`src/hw/calc_config.svh`:
```
// Widths are fixed for 16-bit sign-magnitude; the multiplier step count must equal the magnitude width
`ifndef CALC_CONFIG_SVH
`define CALC_CONFIG_SVH

// Sign bit plus magnitude
`define CALC_WIDTH 16
`define CALC_MAG_WIDTH 15

// Keypad entry is decimal
`define CALC_RADIX 10

// One conditional add per magnitude bit
`define CALC_MULT_STEPS 15

`endif

```
`src/hw/calc_ctrl_pkg.sv`:
```
// Operator codes and entry FSM states; codes 5 to 7 are unused and ignored by the controller
`default_nettype none

package calc_ctrl_pkg;

    // Operator key code, zero means no key held
    typedef logic [2:0] calc_op_t;

    localparam calc_op_t OP_NONE   = 3'd0;
    localparam calc_op_t OP_NEGATE = 3'd1;
    localparam calc_op_t OP_ADD    = 3'd2;
    localparam calc_op_t OP_SUB    = 3'd3;
    localparam calc_op_t OP_MUL    = 3'd4;

    // Entry controller states
    typedef enum logic [3:0] {
        WAIT_OP1,
        WAIT_MULT_OP1,
        ADD_DIGIT_OP1,
        WAIT_OP2,
        WAIT_MULT_OP2,
        ADD_DIGIT_OP2,
        SEND_TO_COMPUTE,
        WAIT_COMPUTE,
        SHOW_RESULT
    } entry_state_t;

endpackage

`default_nettype wire

```
`src/hw/calc_num_pkg.sv`:
```
// Number types for the calculator; bit 15 is the sign and magnitudes wrap modulo 2^15
`default_nettype none

`include "calc_config.svh"

package calc_num_pkg;

    // Sign-magnitude word, sign in the top bit
    typedef logic [`CALC_WIDTH-1:0] calc_word_t;

    // Magnitude part of a word
    typedef logic [`CALC_MAG_WIDTH-1:0] calc_mag_t;

    // One decimal keypad digit, values above 9 are not checked
    typedef logic [3:0] calc_digit_t;

endpackage

`default_nettype wire

```
`src/hw/calc_addsub.sv`:
```
// Sign-magnitude add/subtract, finish one cycle after start, no overflow flag (magnitude wraps)
`timescale 1ns/10ps
`default_nettype none

`include "calc_config.svh"

module calc_addsub (
    input  logic                   clk,
    input  logic                   nRST,
    input  calc_num_pkg::calc_word_t a,
    input  calc_num_pkg::calc_word_t b,
    input  logic                   sub,
    input  logic                   start,
    output calc_num_pkg::calc_word_t result,
    output logic                   finish
);
    import calc_num_pkg::*;

    calc_mag_t a_mag;
    calc_mag_t b_mag;
    calc_mag_t sum_mag;
    logic      a_sign;
    logic      b_sign;
    logic      sum_sign;

    always_comb begin
        a_mag  = a[`CALC_MAG_WIDTH-1:0];
        b_mag  = b[`CALC_MAG_WIDTH-1:0];
        a_sign = a[`CALC_WIDTH-1];
        // Subtract is an add with b negated
        b_sign = b[`CALC_WIDTH-1] ^ sub;

        if (a_sign == b_sign) begin
            sum_mag  = a_mag + b_mag;
            sum_sign = a_sign;
        end else if (a_mag >= b_mag) begin
            sum_mag  = a_mag - b_mag;
            sum_sign = a_sign;
        end else begin
            sum_mag  = b_mag - a_mag;
            sum_sign = b_sign;
        end
    end

    always_ff @(posedge clk or negedge nRST) begin
        if (!nRST) begin
            finish <= 1'b0;
        end else begin
            finish <= start;
        end
    end

    // Held until the next start; zero is always positive
    always_ff @(posedge clk) begin
        if (start) begin
            result <= {sum_sign && (sum_mag != '0), sum_mag};
        end
    end

endmodule

`default_nettype wire

```
`src/hw/calc_entry_ctrl.sv`:
```
// Keypad entry FSM; one held request at a time, drop it after key_read, no overflow or chaining
`timescale 1ns/10ps
`default_nettype none

`include "calc_config.svh"

module calc_entry_ctrl (
    input  logic                     clk,
    input  logic                     nRST,
    input  calc_num_pkg::calc_digit_t keypad_input,
    input  logic                     read_input,
    input  calc_ctrl_pkg::calc_op_t  operator_input,
    input  logic                     equal_input,
    input  calc_num_pkg::calc_word_t  alu_result,
    input  logic                     alu_finish,
    input  calc_num_pkg::calc_word_t  mult_result,
    input  logic                     mult_finish,
    output calc_num_pkg::calc_word_t  alu_a,
    output calc_num_pkg::calc_word_t  alu_b,
    output logic                     alu_sub,
    output logic                     alu_start,
    output calc_num_pkg::calc_word_t  mult_a,
    output calc_num_pkg::calc_word_t  mult_b,
    output logic                     mult_start,
    output logic                     key_read,
    output logic                     complete,
    output calc_num_pkg::calc_word_t  display_output
);
    import calc_num_pkg::*;
    import calc_ctrl_pkg::*;

    entry_state_t state;
    entry_state_t next_state;
    calc_word_t   operand1;
    calc_word_t   operand2;
    calc_digit_t  latched_digit;
    calc_op_t     latched_op;
    logic         use_mult;
    logic         entering;
    logic         idle;
    logic         digit_load;
    logic         neg_load;
    logic         op_load;
    logic         eq_load;
    logic         unit_finish;

    // Keep the sign, add the digit to the magnitude
    function automatic calc_word_t add_digit(input calc_word_t w, input calc_digit_t d);
        calc_mag_t mag;
        mag = w[`CALC_MAG_WIDTH-1:0] + calc_mag_t'(d);
        return {w[`CALC_WIDTH-1], mag};
    endfunction

    assign entering = (state == WAIT_OP1) || (state == WAIT_OP2);
    // Not while the previous request is still being acknowledged
    assign idle     = !key_read;

    assign digit_load  = entering && idle && read_input;
    assign neg_load    = entering && idle && !read_input && (operator_input == OP_NEGATE);
    assign op_load     = (state == WAIT_OP1) && idle && !read_input &&
                         ((operator_input == OP_ADD) || (operator_input == OP_SUB) ||
                          (operator_input == OP_MUL));
    assign eq_load     = (state == WAIT_OP2) && idle && equal_input && !digit_load && !neg_load;
    assign unit_finish = use_mult ? mult_finish : alu_finish;

    always_comb begin
        next_state = state;
        case (state)
            WAIT_OP1: begin
                if (digit_load) begin
                    next_state = WAIT_MULT_OP1;
                end else if (op_load) begin
                    next_state = WAIT_OP2;
                end
            end
            WAIT_MULT_OP1:   next_state = mult_finish ? ADD_DIGIT_OP1 : WAIT_MULT_OP1;
            ADD_DIGIT_OP1:   next_state = WAIT_OP1;
            WAIT_OP2: begin
                if (digit_load) begin
                    next_state = WAIT_MULT_OP2;
                end else if (eq_load) begin
                    next_state = SEND_TO_COMPUTE;
                end
            end
            WAIT_MULT_OP2:   next_state = mult_finish ? ADD_DIGIT_OP2 : WAIT_MULT_OP2;
            ADD_DIGIT_OP2:   next_state = WAIT_OP2;
            SEND_TO_COMPUTE: next_state = WAIT_COMPUTE;
            WAIT_COMPUTE:    next_state = unit_finish ? SHOW_RESULT : WAIT_COMPUTE;
            default:         next_state = WAIT_OP1;
        endcase
    end

    always_ff @(posedge clk or negedge nRST) begin
        if (!nRST) begin
            state          <= WAIT_OP1;
            operand1       <= '0;
            operand2       <= '0;
            latched_op     <= OP_NONE;
            use_mult       <= 1'b0;
            key_read       <= 1'b0;
            complete       <= 1'b0;
            alu_start      <= 1'b0;
            mult_start     <= 1'b0;
            display_output <= '0;
        end else begin
            state      <= next_state;
            key_read   <= digit_load || neg_load || op_load || eq_load;
            complete   <= (state == SHOW_RESULT);
            mult_start <= digit_load || ((state == SEND_TO_COMPUTE) && (latched_op == OP_MUL));
            alu_start  <= (state == SEND_TO_COMPUTE) && (latched_op != OP_MUL);

            case (state)
                WAIT_OP1: begin
                    if (neg_load) begin
                        operand1[`CALC_WIDTH-1] <= 1'b1;
                    end
                    if (op_load) begin
                        latched_op <= operator_input;
                    end
                end
                // Only the magnitude comes back, a lone negate must survive a zero product
                WAIT_MULT_OP1: begin
                    if (mult_finish) begin
                        operand1 <= {operand1[`CALC_WIDTH-1], mult_result[`CALC_MAG_WIDTH-1:0]};
                    end
                end
                ADD_DIGIT_OP1: operand1 <= add_digit(operand1, latched_digit);
                WAIT_OP2: begin
                    if (neg_load) begin
                        operand2[`CALC_WIDTH-1] <= 1'b1;
                    end
                end
                WAIT_MULT_OP2: begin
                    if (mult_finish) begin
                        operand2 <= {operand2[`CALC_WIDTH-1], mult_result[`CALC_MAG_WIDTH-1:0]};
                    end
                end
                ADD_DIGIT_OP2: operand2 <= add_digit(operand2, latched_digit);
                SEND_TO_COMPUTE: use_mult <= (latched_op == OP_MUL);
                SHOW_RESULT: begin
                    display_output <= use_mult ? mult_result : alu_result;
                    operand1       <= '0;
                    operand2       <= '0;
                    latched_op     <= OP_NONE;
                end
                default: ;
            endcase
        end
    end

    // Operand registers towards the units
    always_ff @(posedge clk) begin
        if (digit_load) begin
            latched_digit <= keypad_input;
            mult_a        <= (state == WAIT_OP2) ? operand2 : operand1;
            mult_b        <= calc_word_t'(`CALC_RADIX);
        end else if (state == SEND_TO_COMPUTE) begin
            alu_a   <= operand1;
            alu_b   <= operand2;
            alu_sub <= (latched_op == OP_SUB);
            mult_a  <= operand1;
            mult_b  <= operand2;
        end
    end

endmodule

`default_nettype wire

```
`src/hw/calc_multiply.sv`:
```
// Shift-add sign-magnitude multiplier, finish CALC_MULT_STEPS+1 cycles after start; no restart while busy
`timescale 1ns/10ps
`default_nettype none

`include "calc_config.svh"

module calc_multiply (
    input  logic                   clk,
    input  logic                   nRST,
    input  calc_num_pkg::calc_word_t a,
    input  calc_num_pkg::calc_word_t b,
    input  logic                   start,
    output calc_num_pkg::calc_word_t result,
    output logic                   finish
);
    import calc_num_pkg::*;

    localparam int STEP_W = $clog2(`CALC_MULT_STEPS + 1);

    logic              busy;
    logic [STEP_W-1:0] steps_left;
    logic              last_step;
    logic              prod_sign;
    calc_mag_t         acc;
    calc_mag_t         acc_next;
    calc_mag_t         mcand;
    calc_mag_t         mplier;

    // Add the shifted multiplicand when the low multiplier bit is set
    assign acc_next  = mplier[0] ? calc_mag_t'(acc + mcand) : acc;
    assign last_step = busy && (steps_left == STEP_W'(1));

    always_ff @(posedge clk or negedge nRST) begin
        if (!nRST) begin
            busy       <= 1'b0;
            steps_left <= '0;
            finish     <= 1'b0;
        end else begin
            finish <= last_step;
            if (start) begin
                busy       <= 1'b1;
                steps_left <= STEP_W'(`CALC_MULT_STEPS);
            end else if (busy) begin
                steps_left <= steps_left - 1'b1;
                if (last_step) begin
                    busy <= 1'b0;
                end
            end
        end
    end

    always_ff @(posedge clk) begin
        if (start) begin
            acc       <= '0;
            mcand     <= a[`CALC_MAG_WIDTH-1:0];
            mplier    <= b[`CALC_MAG_WIDTH-1:0];
            prod_sign <= a[`CALC_WIDTH-1] ^ b[`CALC_WIDTH-1];
        end else if (busy) begin
            acc    <= acc_next;
            // Bits shifted out the top are the modulo 2^15 wrap
            mcand  <= mcand << 1;
            mplier <= mplier >> 1;
            if (last_step) begin
                result <= {prod_sign && (acc_next != '0), acc_next};
            end
        end
    end

endmodule

`default_nettype wire

```
`src/hw/calculator_top.sv`:
```
// Calculator core; expects one held keypad request at a time and no division or chaining
`timescale 1ns/10ps
`default_nettype none

module calculator_top (
    input  logic                     clk,
    input  logic                     nRST,
    input  calc_num_pkg::calc_digit_t keypad_input,
    input  logic                     read_input,
    input  calc_ctrl_pkg::calc_op_t  operator_input,
    input  logic                     equal_input,
    output logic                     key_read,
    output logic                     complete,
    output calc_num_pkg::calc_word_t  display_output
);
    import calc_num_pkg::*;

    calc_word_t alu_a;
    calc_word_t alu_b;
    calc_word_t alu_result;
    logic       alu_sub;
    logic       alu_start;
    logic       alu_finish;
    calc_word_t mult_a;
    calc_word_t mult_b;
    calc_word_t mult_result;
    logic       mult_start;
    logic       mult_finish;

    calc_entry_ctrl i_ctrl (
        .clk            (clk),
        .nRST           (nRST),
        .keypad_input   (keypad_input),
        .read_input     (read_input),
        .operator_input (operator_input),
        .equal_input    (equal_input),
        .alu_result     (alu_result),
        .alu_finish     (alu_finish),
        .mult_result    (mult_result),
        .mult_finish    (mult_finish),
        .alu_a          (alu_a),
        .alu_b          (alu_b),
        .alu_sub        (alu_sub),
        .alu_start      (alu_start),
        .mult_a         (mult_a),
        .mult_b         (mult_b),
        .mult_start     (mult_start),
        .key_read       (key_read),
        .complete       (complete),
        .display_output (display_output)
    );

    calc_addsub i_addsub (
        .clk    (clk),
        .nRST   (nRST),
        .a      (alu_a),
        .b      (alu_b),
        .sub    (alu_sub),
        .start  (alu_start),
        .result (alu_result),
        .finish (alu_finish)
    );

    // Shared by digit entry and the multiply operator
    calc_multiply i_mult (
        .clk    (clk),
        .nRST   (nRST),
        .a      (mult_a),
        .b      (mult_b),
        .start  (mult_start),
        .result (mult_result),
        .finish (mult_finish)
    );

endmodule

`default_nettype wire

```
`config.mk`:
```
export PLATFORM = sky130hd
export DESIGN_NAME = calculator_top
export DESIGN_NICKNAME = d
export VERILOG_FILES = /design/src/hw/calc_ctrl_pkg.sv /design/src/hw/calc_num_pkg.sv /design/src/hw/calc_addsub.sv /design/src/hw/calc_entry_ctrl.sv /design/src/hw/calc_multiply.sv /design/src/hw/calculator_top.sv
export VERILOG_INCLUDE_DIRS = /design/src /design/src/hw
export SDC_FILE = /design/constraint.sdc
export NUM_CORES = 1
export LEC_CHECK = 0
export BUFFER_PORTS_ARGS = -buffer_cell sky130_fd_sc_hd__clkbuf_2
export CAP_MARGIN = 20
export CORE_MARGIN = 2
export CORE_UTILIZATION = 50
export DETAILED_ROUTE_END_ITERATION = 16
export GPL_TIMING_DRIVEN = 0
export PLACE_DENSITY = 0.66
export REMOVE_ABC_BUFFERS = 1
export SYNTH_ARGS = -nofsm -noshare
export SYNTH_HDL_FRONTEND = slang
export SYNTH_SLANG_ARGS = --single-unit
export TNS_END_PERCENT = 5
```
`constraint.sdc`:
```
create_clock -name clk -period 4.35 [get_ports clk]
set_input_delay 0.435 -clock clk [delete_from_list [all_inputs] [get_ports clk]]
set_output_delay 0.435 -clock clk [all_outputs]
set_load 0.05 [all_outputs]
```
==> results.json, run 1 <==
{
  "grt.total_usage": 0.231,
  "use_met3": 0.0249,
  "start_kind": "flop",
  "antenna_found_initial": 1,
  "die_y_um": 158,
  "core_sq_mm": 0.0234,
  "cts.clk_slew.worst_paths_ns": 0.06,
  "synth_edf_count": 116,
  "synth-simple-area-share": 0.133,
  "drc": 0,
  "worst_pin_slew_ns": 1.03,
  "cp_cell_sequence": "ha_1 -> nand4_1 -> nor4_1 -> or3_1 -> or3_2 -> nand2_1 -> a31oi_1 -> xnor2_1 -> nor4_2 -> nand4b_1 -> o21ba_1",
  "place.detailed.hpwl_mm": 19.9,
  "critPathMaxFanout": 15,
  "die_width_um": 158,
  "finalSetupTns_ns": 0,
  "num_rows": 56,
  "synthTopCellsByCount": "116 x edfxtp_1, 102 x nor2_1, 98 x a21oi_1",
  "synth-main-ff-cell": "edfxtp_1",
  "first_pass_iters": 5,
  "insertedDiodeCount": 0,
  "fmax_ghz": 0.250,
  "wl_mm": 27.8,
  "syn_inst": 1140,
  "layout_min_cycle_time_ns": 4.00,
  "synth_compound_area_frac": 0.145,
  "grt_pass1_vias": 8210,
  "relSlewSlack": 0.317,
  "grt_pass1_wl_mm": 44.9,
  "gr-total-overflow": 0,
  "synth_top_family_by_area": "compound AO/OA/AOI/OAI gates",
  "met2_usage": 0.378,
  "power.leakage_nw": 5.53,
  "netlist_area_sq_mm": 0.0119,
  "drv_cap": 0,
  "finalCritPeriodShare": 0.918,
  "cts_buffers": 24,
  "finalSetupViolCount": 0,
  "hp-class": "in -> reg",
  "synth_top_area_cell": "edfxtp_1",
  "status": "complete, no violations",
  "vdd.ir_drop.worst_mv": 0.496,
  "synth.top_cell.area_share": 0.294,
  "drive_above_1_share": 0.135,
  "synth-xor-area-share": 0.0259,
  "final_nets": 1237,
  "grt_use_met1": 0.330,
  "crit_type": "reg -> reg",
  "drt-initial-drc-count": 613,
  "final_cells": 1486,
  "gp_congestion": 0.867,
  "ys_seq_elements": 214,
  "grt_max_degree": 59,
  "muxShareOfSynthArea": 0.0781,
  "ios": 29,
  "syn_area_per_cell_sq_um": 10.4,
  "die_area_sq_mm": 0.0249,
  "cp_slowest_cell": "ha_1",
  "cts_max_level": 1,
  "cp-end-kind": "flop",
  "cp_data_arrival_time_ns": 4.25,
  "dp_cells": 1439,
  "ys_seq_area_frac": 0.488,
  "clkLatencyLatePin_ns": 0.51,
  "final-max-slew-violation-count": 0,
  "wl_per_cell_um": 18.7,
  "cts.path.max_buffers": 3,
  "cts.sinks": 214,
  "yosysUniqueCellTypes": 76,
  "worst_clock_skew_ns": 0.0132,
  "p_per_area_mw_per_mm2": 672,
  "max_stage_delay_ns": 0.47,
  "grt.busiest_layer": "met2",
  "synth.area.top_cells": "edfxtp_1 29%, dfrtp_1 14%, ha_1 7.5%, dfxtp_1 5.2%, mux2_2 4.6%",
  "num_vias": 8434,
  "initial_core_util": 0.506,
  "cp.required_ns": 4.61,
  "viasPerCell": 5.68,
  "finalHoldViolations": 0,
  "rsz0062_at_grt": "false",
  "synth.most_common_cell": "edfxtp_1",
  "cts_tree": "built",
  "async_reset_ff_frac": 0.313,
  "cts-root-buf": "clkbuf_16",
  "ys_warn_count": 0,
  "syn2layout_area_growth_pct": 11.1,
  "io_buffers": 28,
  "drtAntennaViolNets": 0,
  "synth_fa_ha_area_frac": 0.0851
}
## sequential cells by signal (all words and copies together) (netlist names), 3 cells and up
name and count:
i_ctrl.alu_a 16, i_mult.steps_left 4, i_ctrl.display_output 16, i_ctrl.operand2 16, i_addsub.result 16, i_ctrl.latched_op 3
i_ctrl.alu_b 16, i_ctrl.latched_digit 4, i_ctrl.mult_b 16, i_mult.acc 15, i_ctrl.state 4, i_mult.mplier 15
i_ctrl.operand1 16, i_ctrl.mult_a 16, i_mult.result 16, i_mult.mcand 15
## through the flow
| step | cell area [sq um] | setup slack [ns] | util | hold slack (ns) | power, mW |
|---|---|---|---|---|---|
| after floorplan | 11600 | 0.906 | - | 0.139 | 5.75 |
| after global placement | 12100 | 0.101 | 0.517 | 0.442 | 6.52 |
| after detailed placement | 12300 | 0.184 | 0.525 | 0.308 | 6.68 |
| after CTS | 13100 | 0.185 | 0.561 | 0.0791 | 8.87 |
| after global routing | 13200 | 0.0148 | 0.563 | 0.0821 | 9.45 |
| final | 13200 | 0.355 | 0.563 | 0.0967 | 8.85 |
## metal layers
metal,part of all wire,wire (um),up-vias
met1,0.48,13200,4081
met5,0,0,-
met2,0.46,12900,193
met3,0.036,987,41
li1,-,-,4119
met4,0.024,666,0
## repair_timing
action	4_1_cts	5_1_grt
endpoints found under the hold margin	9	0
hold buffers	1	0
setup endpoints to repair	0	1
buffers inserted	0	2
gates resized for setup	0	2
## cell usage in the layout (no fill, tap or decap), types with 8 or more instances in the layout
cell type,netlist,routed
dfxtp_1,31,31
or3_1,10,8
ha_1,71,71
xnor2_1,25,24
and3_1,9,9
nand3_1,20,20
mux2i_1,37,37
inv_1,68,67
xor2_1,10,10
nand2b_1,16,16
clkbuf_2,0,27
a21oi_1,98,98
a21o_1,8,8
a211oi_1,14,14
nand2_1,95,95
mux2_2,48,48
a31oi_1,13,13
dfrtp_1,67,66
edfxtp_1,116,116
nor2b_1,15,15
clkbuf_16,0,26
o21ai_0,72,72
nor2_1,102,102
nor3_1,19,18
## worst paths after layout
check	start	end	cells after the start	slack (ns)
max	i_ctrl.alu_b[12]$_DFFE_PP_	i_addsub.result[15]$_DFFE_PP_	11	0.35
min	keypad_input[0]	i_ctrl.latched_digit[0]$_DFFE_PP_	1	0.1
max reg2reg	i_ctrl.alu_b[12]$_DFFE_PP_	i_addsub.result[15]$_DFFE_PP_	11	0.35
min reg2reg	i_ctrl.mult_b[6]$_SDFFE_PP0P_	i_ctrl.mult_b[6]$_SDFFE_PP0P_	2	0.46
max in group asynchronous	nRST	i_ctrl.mult_start$_DFF_PN0_	3	3.44
min in group asynchronous	nRST	i_ctrl.display_output[9]$_DFFE_PN0P_	2	0.32
## cell type report
type | count | area, sq um
multi-input combinational | 802 | 5550
tap | 319 | 399
sequential | 214 | 5780
clock buffer | 29 | 672
timing repair buffer | 39 | 333
inverter | 68 | 255
clock inverter | 15 | 179
fill | 2112 | 10200
## report_power, final
part           internal, mW  total (mW)  switching (mW)
clock                  1.34        2.16           0.826
sequential             2.95        3.52           0.569
combinational          1.38        3.17            1.79
## critical path, delay by kind of cell, from the launching register on
kind / cells / cell delay, ns
AND/OR/NAND/NOR: 7 / 2.22
adder cells (fa/ha/maj): 1 / 0.47
AO/OA/AOI/OAI: 2 / 0.46
flip-flops: 1 / 0.45
XOR/XNOR: 1 / 0.13
## logic make-up (layout without fill, tap and decap cells)
family	Yosys count	count (layout)
simple gates	327	327
fa+ha+maj	77	77
flops	214	214
buf+inv	124	151
xor+xnor	35	35
mux	86	86
compound gates	277	277
(Power assumes the default switching activity.)
==> run 2: changes to the inputs <==
==> constraint.sdc (replaced) <==
create_clock -name clk -period 4.8 [get_ports clk]
set_input_delay 0.48 -clock clk [delete_from_list [all_inputs] [get_ports clk]]
set_output_delay 0.48 -clock clk [all_outputs]
set_load 0.05 [all_outputs]
==> run 2 against run 1 <==
Net effect:
- cell count shrank 0.13%
- clock skew is essentially flat
- sequential cell count is the same
- worst setup slack gained 0.20 ns
- global-route usage is the same
- sequential power shrank 9.4%
- die area is the same
- fmax shrank 5.9%
- wire length is essentially flat
==> results.json, run 2 (synthesis gave the netlist of run 1 again) <==
{
  "cts_max_level": 1,
  "p_per_area_mw_per_mm2": 610,
  "place.detailed.hpwl_mm": 19.9,
  "cts_tree": "built",
  "gr-total-overflow": 0,
  "gp_congestion": 0.867,
  "drtAntennaViolNets": 0,
  "cp_data_arrival_time_ns": 4.51,
  "antenna_found_initial": 1,
  "viasPerCell": 5.66,
  "crit_family": "simple AND/OR/NAND/NOR gates",
  "setup_ws_ns": 0.553,
  "layout_commonest_cell": "edfxtp_1",
  "insertedDiodeCount": 0,
  "final-max-slew-violation-count": 0,
  "reg2reg_slack_ns": 0.55,
  "die_area_sq_mm": 0.0249,
  "num_vias": 8394,
  "finalSetupViolCount": 0,
  "switching_share": 0.360,
  "final_area_sq_mm": 0.0131,
  "dpl_worst_slack_ns": 0.634,
  "die_y_um": 158,
  "fmax_ghz": 0.235,
  "cp_slowest_cell": "nor4_2",
  "crit_type": "reg -> reg",
  "cp_cell_sequence": "inv_1 -> ha_1 -> a21oi_1 -> nor3b_1 -> a211oi_4 -> nor3_4 -> a211oi_1 -> o31ai_1 -> xnor2_1 -> nor4_2 -> nand4b_1 -> o21ba_1",
  "p_clk_frac": 0.245,
  "power.leakage_nw": 5.51,
  "finalHoldViolations": 0,
  "ff2ff_path_depth": 12,
  "power_switching_mw": 2.88,
  "r2r_start": "i_ctrl.alu_a[4]$_DFFE_PP_",
  "cts_buffers": 24,
  "critPathMaxFanout": 13,
  "finalCritPeriodShare": 0.885,
  "syn2layout_area_growth_pct": 10.9,
  "cts.path.max_buffers": 3,
  "clkLatencyLatePin_ns": 0.51,
  "grt_pass1_wl_mm": 44.9,
  "cp-end-kind": "flop",
  "grt_pass1_vias": 8210,
  "start_kind": "flop",
  "cts.sinks": 214,
  "drv_cap": 0,
  "cts_hold_buffers": 1,
  "layout_min_cycle_time_ns": 4.25,
  "vdd.ir_drop.worst_mv": 0.448,
  "first_pass_iters": 5,
  "ios": 29,
  "wl_per_cell_um": 18.7,
  "io_buffers": 28,
  "cp_num_buf_inv": 1,
  "cts.clk_slew.worst_paths_ns": 0.06,
  "status": "complete, no violations",
  "num_rows": 56,
  "drt-initial-drc-count": 582,
  "final_nets": 1235,
  "whs_endpoint": "i_ctrl.latched_digit[0]$_DFFE_PP_",
  "min_delay_path_depth": 1,
  "min_from": "keypad_input[0]",
  "cts-root-buf": "clkbuf_16",
  "wl_mm": 27.8,
  "grt.total_usage": 0.231,
  "core_sq_mm": 0.0234,
  "hp-class": "in -> reg",
  "p_seq_frac": 0.398,
  "die_width_um": 158,
  "n_fill_cell": 2118,
  "cp.required_ns": 5.06,
  "final_cell_mix": "116 x edfxtp_1, 102 x nor2_1, 98 x a21oi_1",
  "initial_core_util": 0.506,
  "relSlewSlack": 0.323,
  "placed_area_sq_mm": 0.0123,
  "reg2reg_to": "i_addsub.result[15]$_DFFE_PP_",
  "worst_pin_slew_ns": 1.02,
  "drc": 0,
  "max_stage_delay_ns": 0.49,
  "worst_clock_skew_ns": 0.0128,
  "drive_above_1_share": 0.131,
  "p_int_mw": 5.13,
  "rsz0062_at_grt": "false",
  "combPwrFrac": 0.357,
  "post_cts_buffers": 0,
  "cts_resized": 0,
  "grt_max_degree": 59,
  "finalSetupTns_ns": 0,
  "p_total_mw": 8.01
}
run 2: changes by cell type in the layout (fill, tap and decap cells not counted), sizes merged:
cell  previous run  this run
buf             10         8
run 2: power groups by stage:
stage                     logic [mW]  clock network, mW  registers (mW)
after floorplan                 2.09                  0            3.12
after global placement          2.62                  0            3.29
after detailed placement        2.83                  0            3.22
after CTS                       2.86               1.99            3.19
after global routing            3.21               2.07            3.27
final                           2.86               1.96            3.19
run 2: final cells by class:
cell class,count,area [sq um],share of cell area
Timing Repair Buffer,37,305,0.0232
Multi-Input combinational cell,802,5540,0.422
Inverter,68,255,0.0194
Tap cell,319,399,0.0304
Sequential cell,214,5780,0.440
Clock inverter,15,179,0.0136
Clock buffer,29,672,0.0511
run 2: how the worst max path moves through the flow:
stage | startpoint | to | slack (ns) | cells after the start
after detailed placement | i_ctrl.alu_b[12]$_DFFE_PP_ | i_addsub.result[15]$_DFFE_PP_ | 0.63 | 11
after global routing | i_ctrl.alu_a[12]$_DFFE_PP_ | i_addsub.result[15]$_DFFE_PP_ | 0.23 | 12
final | i_ctrl.alu_a[4]$_DFFE_PP_ | i_addsub.result[15]$_DFFE_PP_ | 0.55 | 12
after floorplan | i_ctrl.alu_a[4]$_DFFE_PP_ | i_addsub.result[15]$_DFFE_PP_ | 1.36 | 12
after global placement | i_ctrl.alu_b[12]$_DFFE_PP_ | i_addsub.result[15]$_DFFE_PP_ | 0.55 | 11
after CTS | i_ctrl.alu_b[12]$_DFFE_PP_ | i_addsub.result[15]$_DFFE_PP_ | 0.63 | 11
run 2: stage by stage:
step,cells,utilization,hold slack [ns]
floorplan,1084,-,0.184
global placement,1431,0.517,0.442
detailed placement,1439,0.525,0.353
CTS,1484,0.561,0.124
global route,1484,0.561,0.127
finish,1484,0.561,0.142
run 2: per-layer routing:
metal,routed length [um],share of wire,up-vias,global-route usage
li1,-,-,4116,-
met1,13300,0.48,4059,0.330
met2,12900,0.46,180,0.378
met3,941,0.034,39,0.0249
met4,648,0.023,0,0.0613
met5,0,0,-,0
run 2: worst register-to-register path: stages (launching register included):
cell      delay (ns)
edfxtp_1        0.40
inv_1           0.07
ha_1            0.48
a21oi_1         0.31
nor3b_1         0.46
a211oi_4        0.16
nor3_4          0.47
a211oi_1        0.22
o31ai_1         0.34
xnor2_1         0.22
nor4_2          0.50
nand4b_1        0.16
o21ba_1         0.21
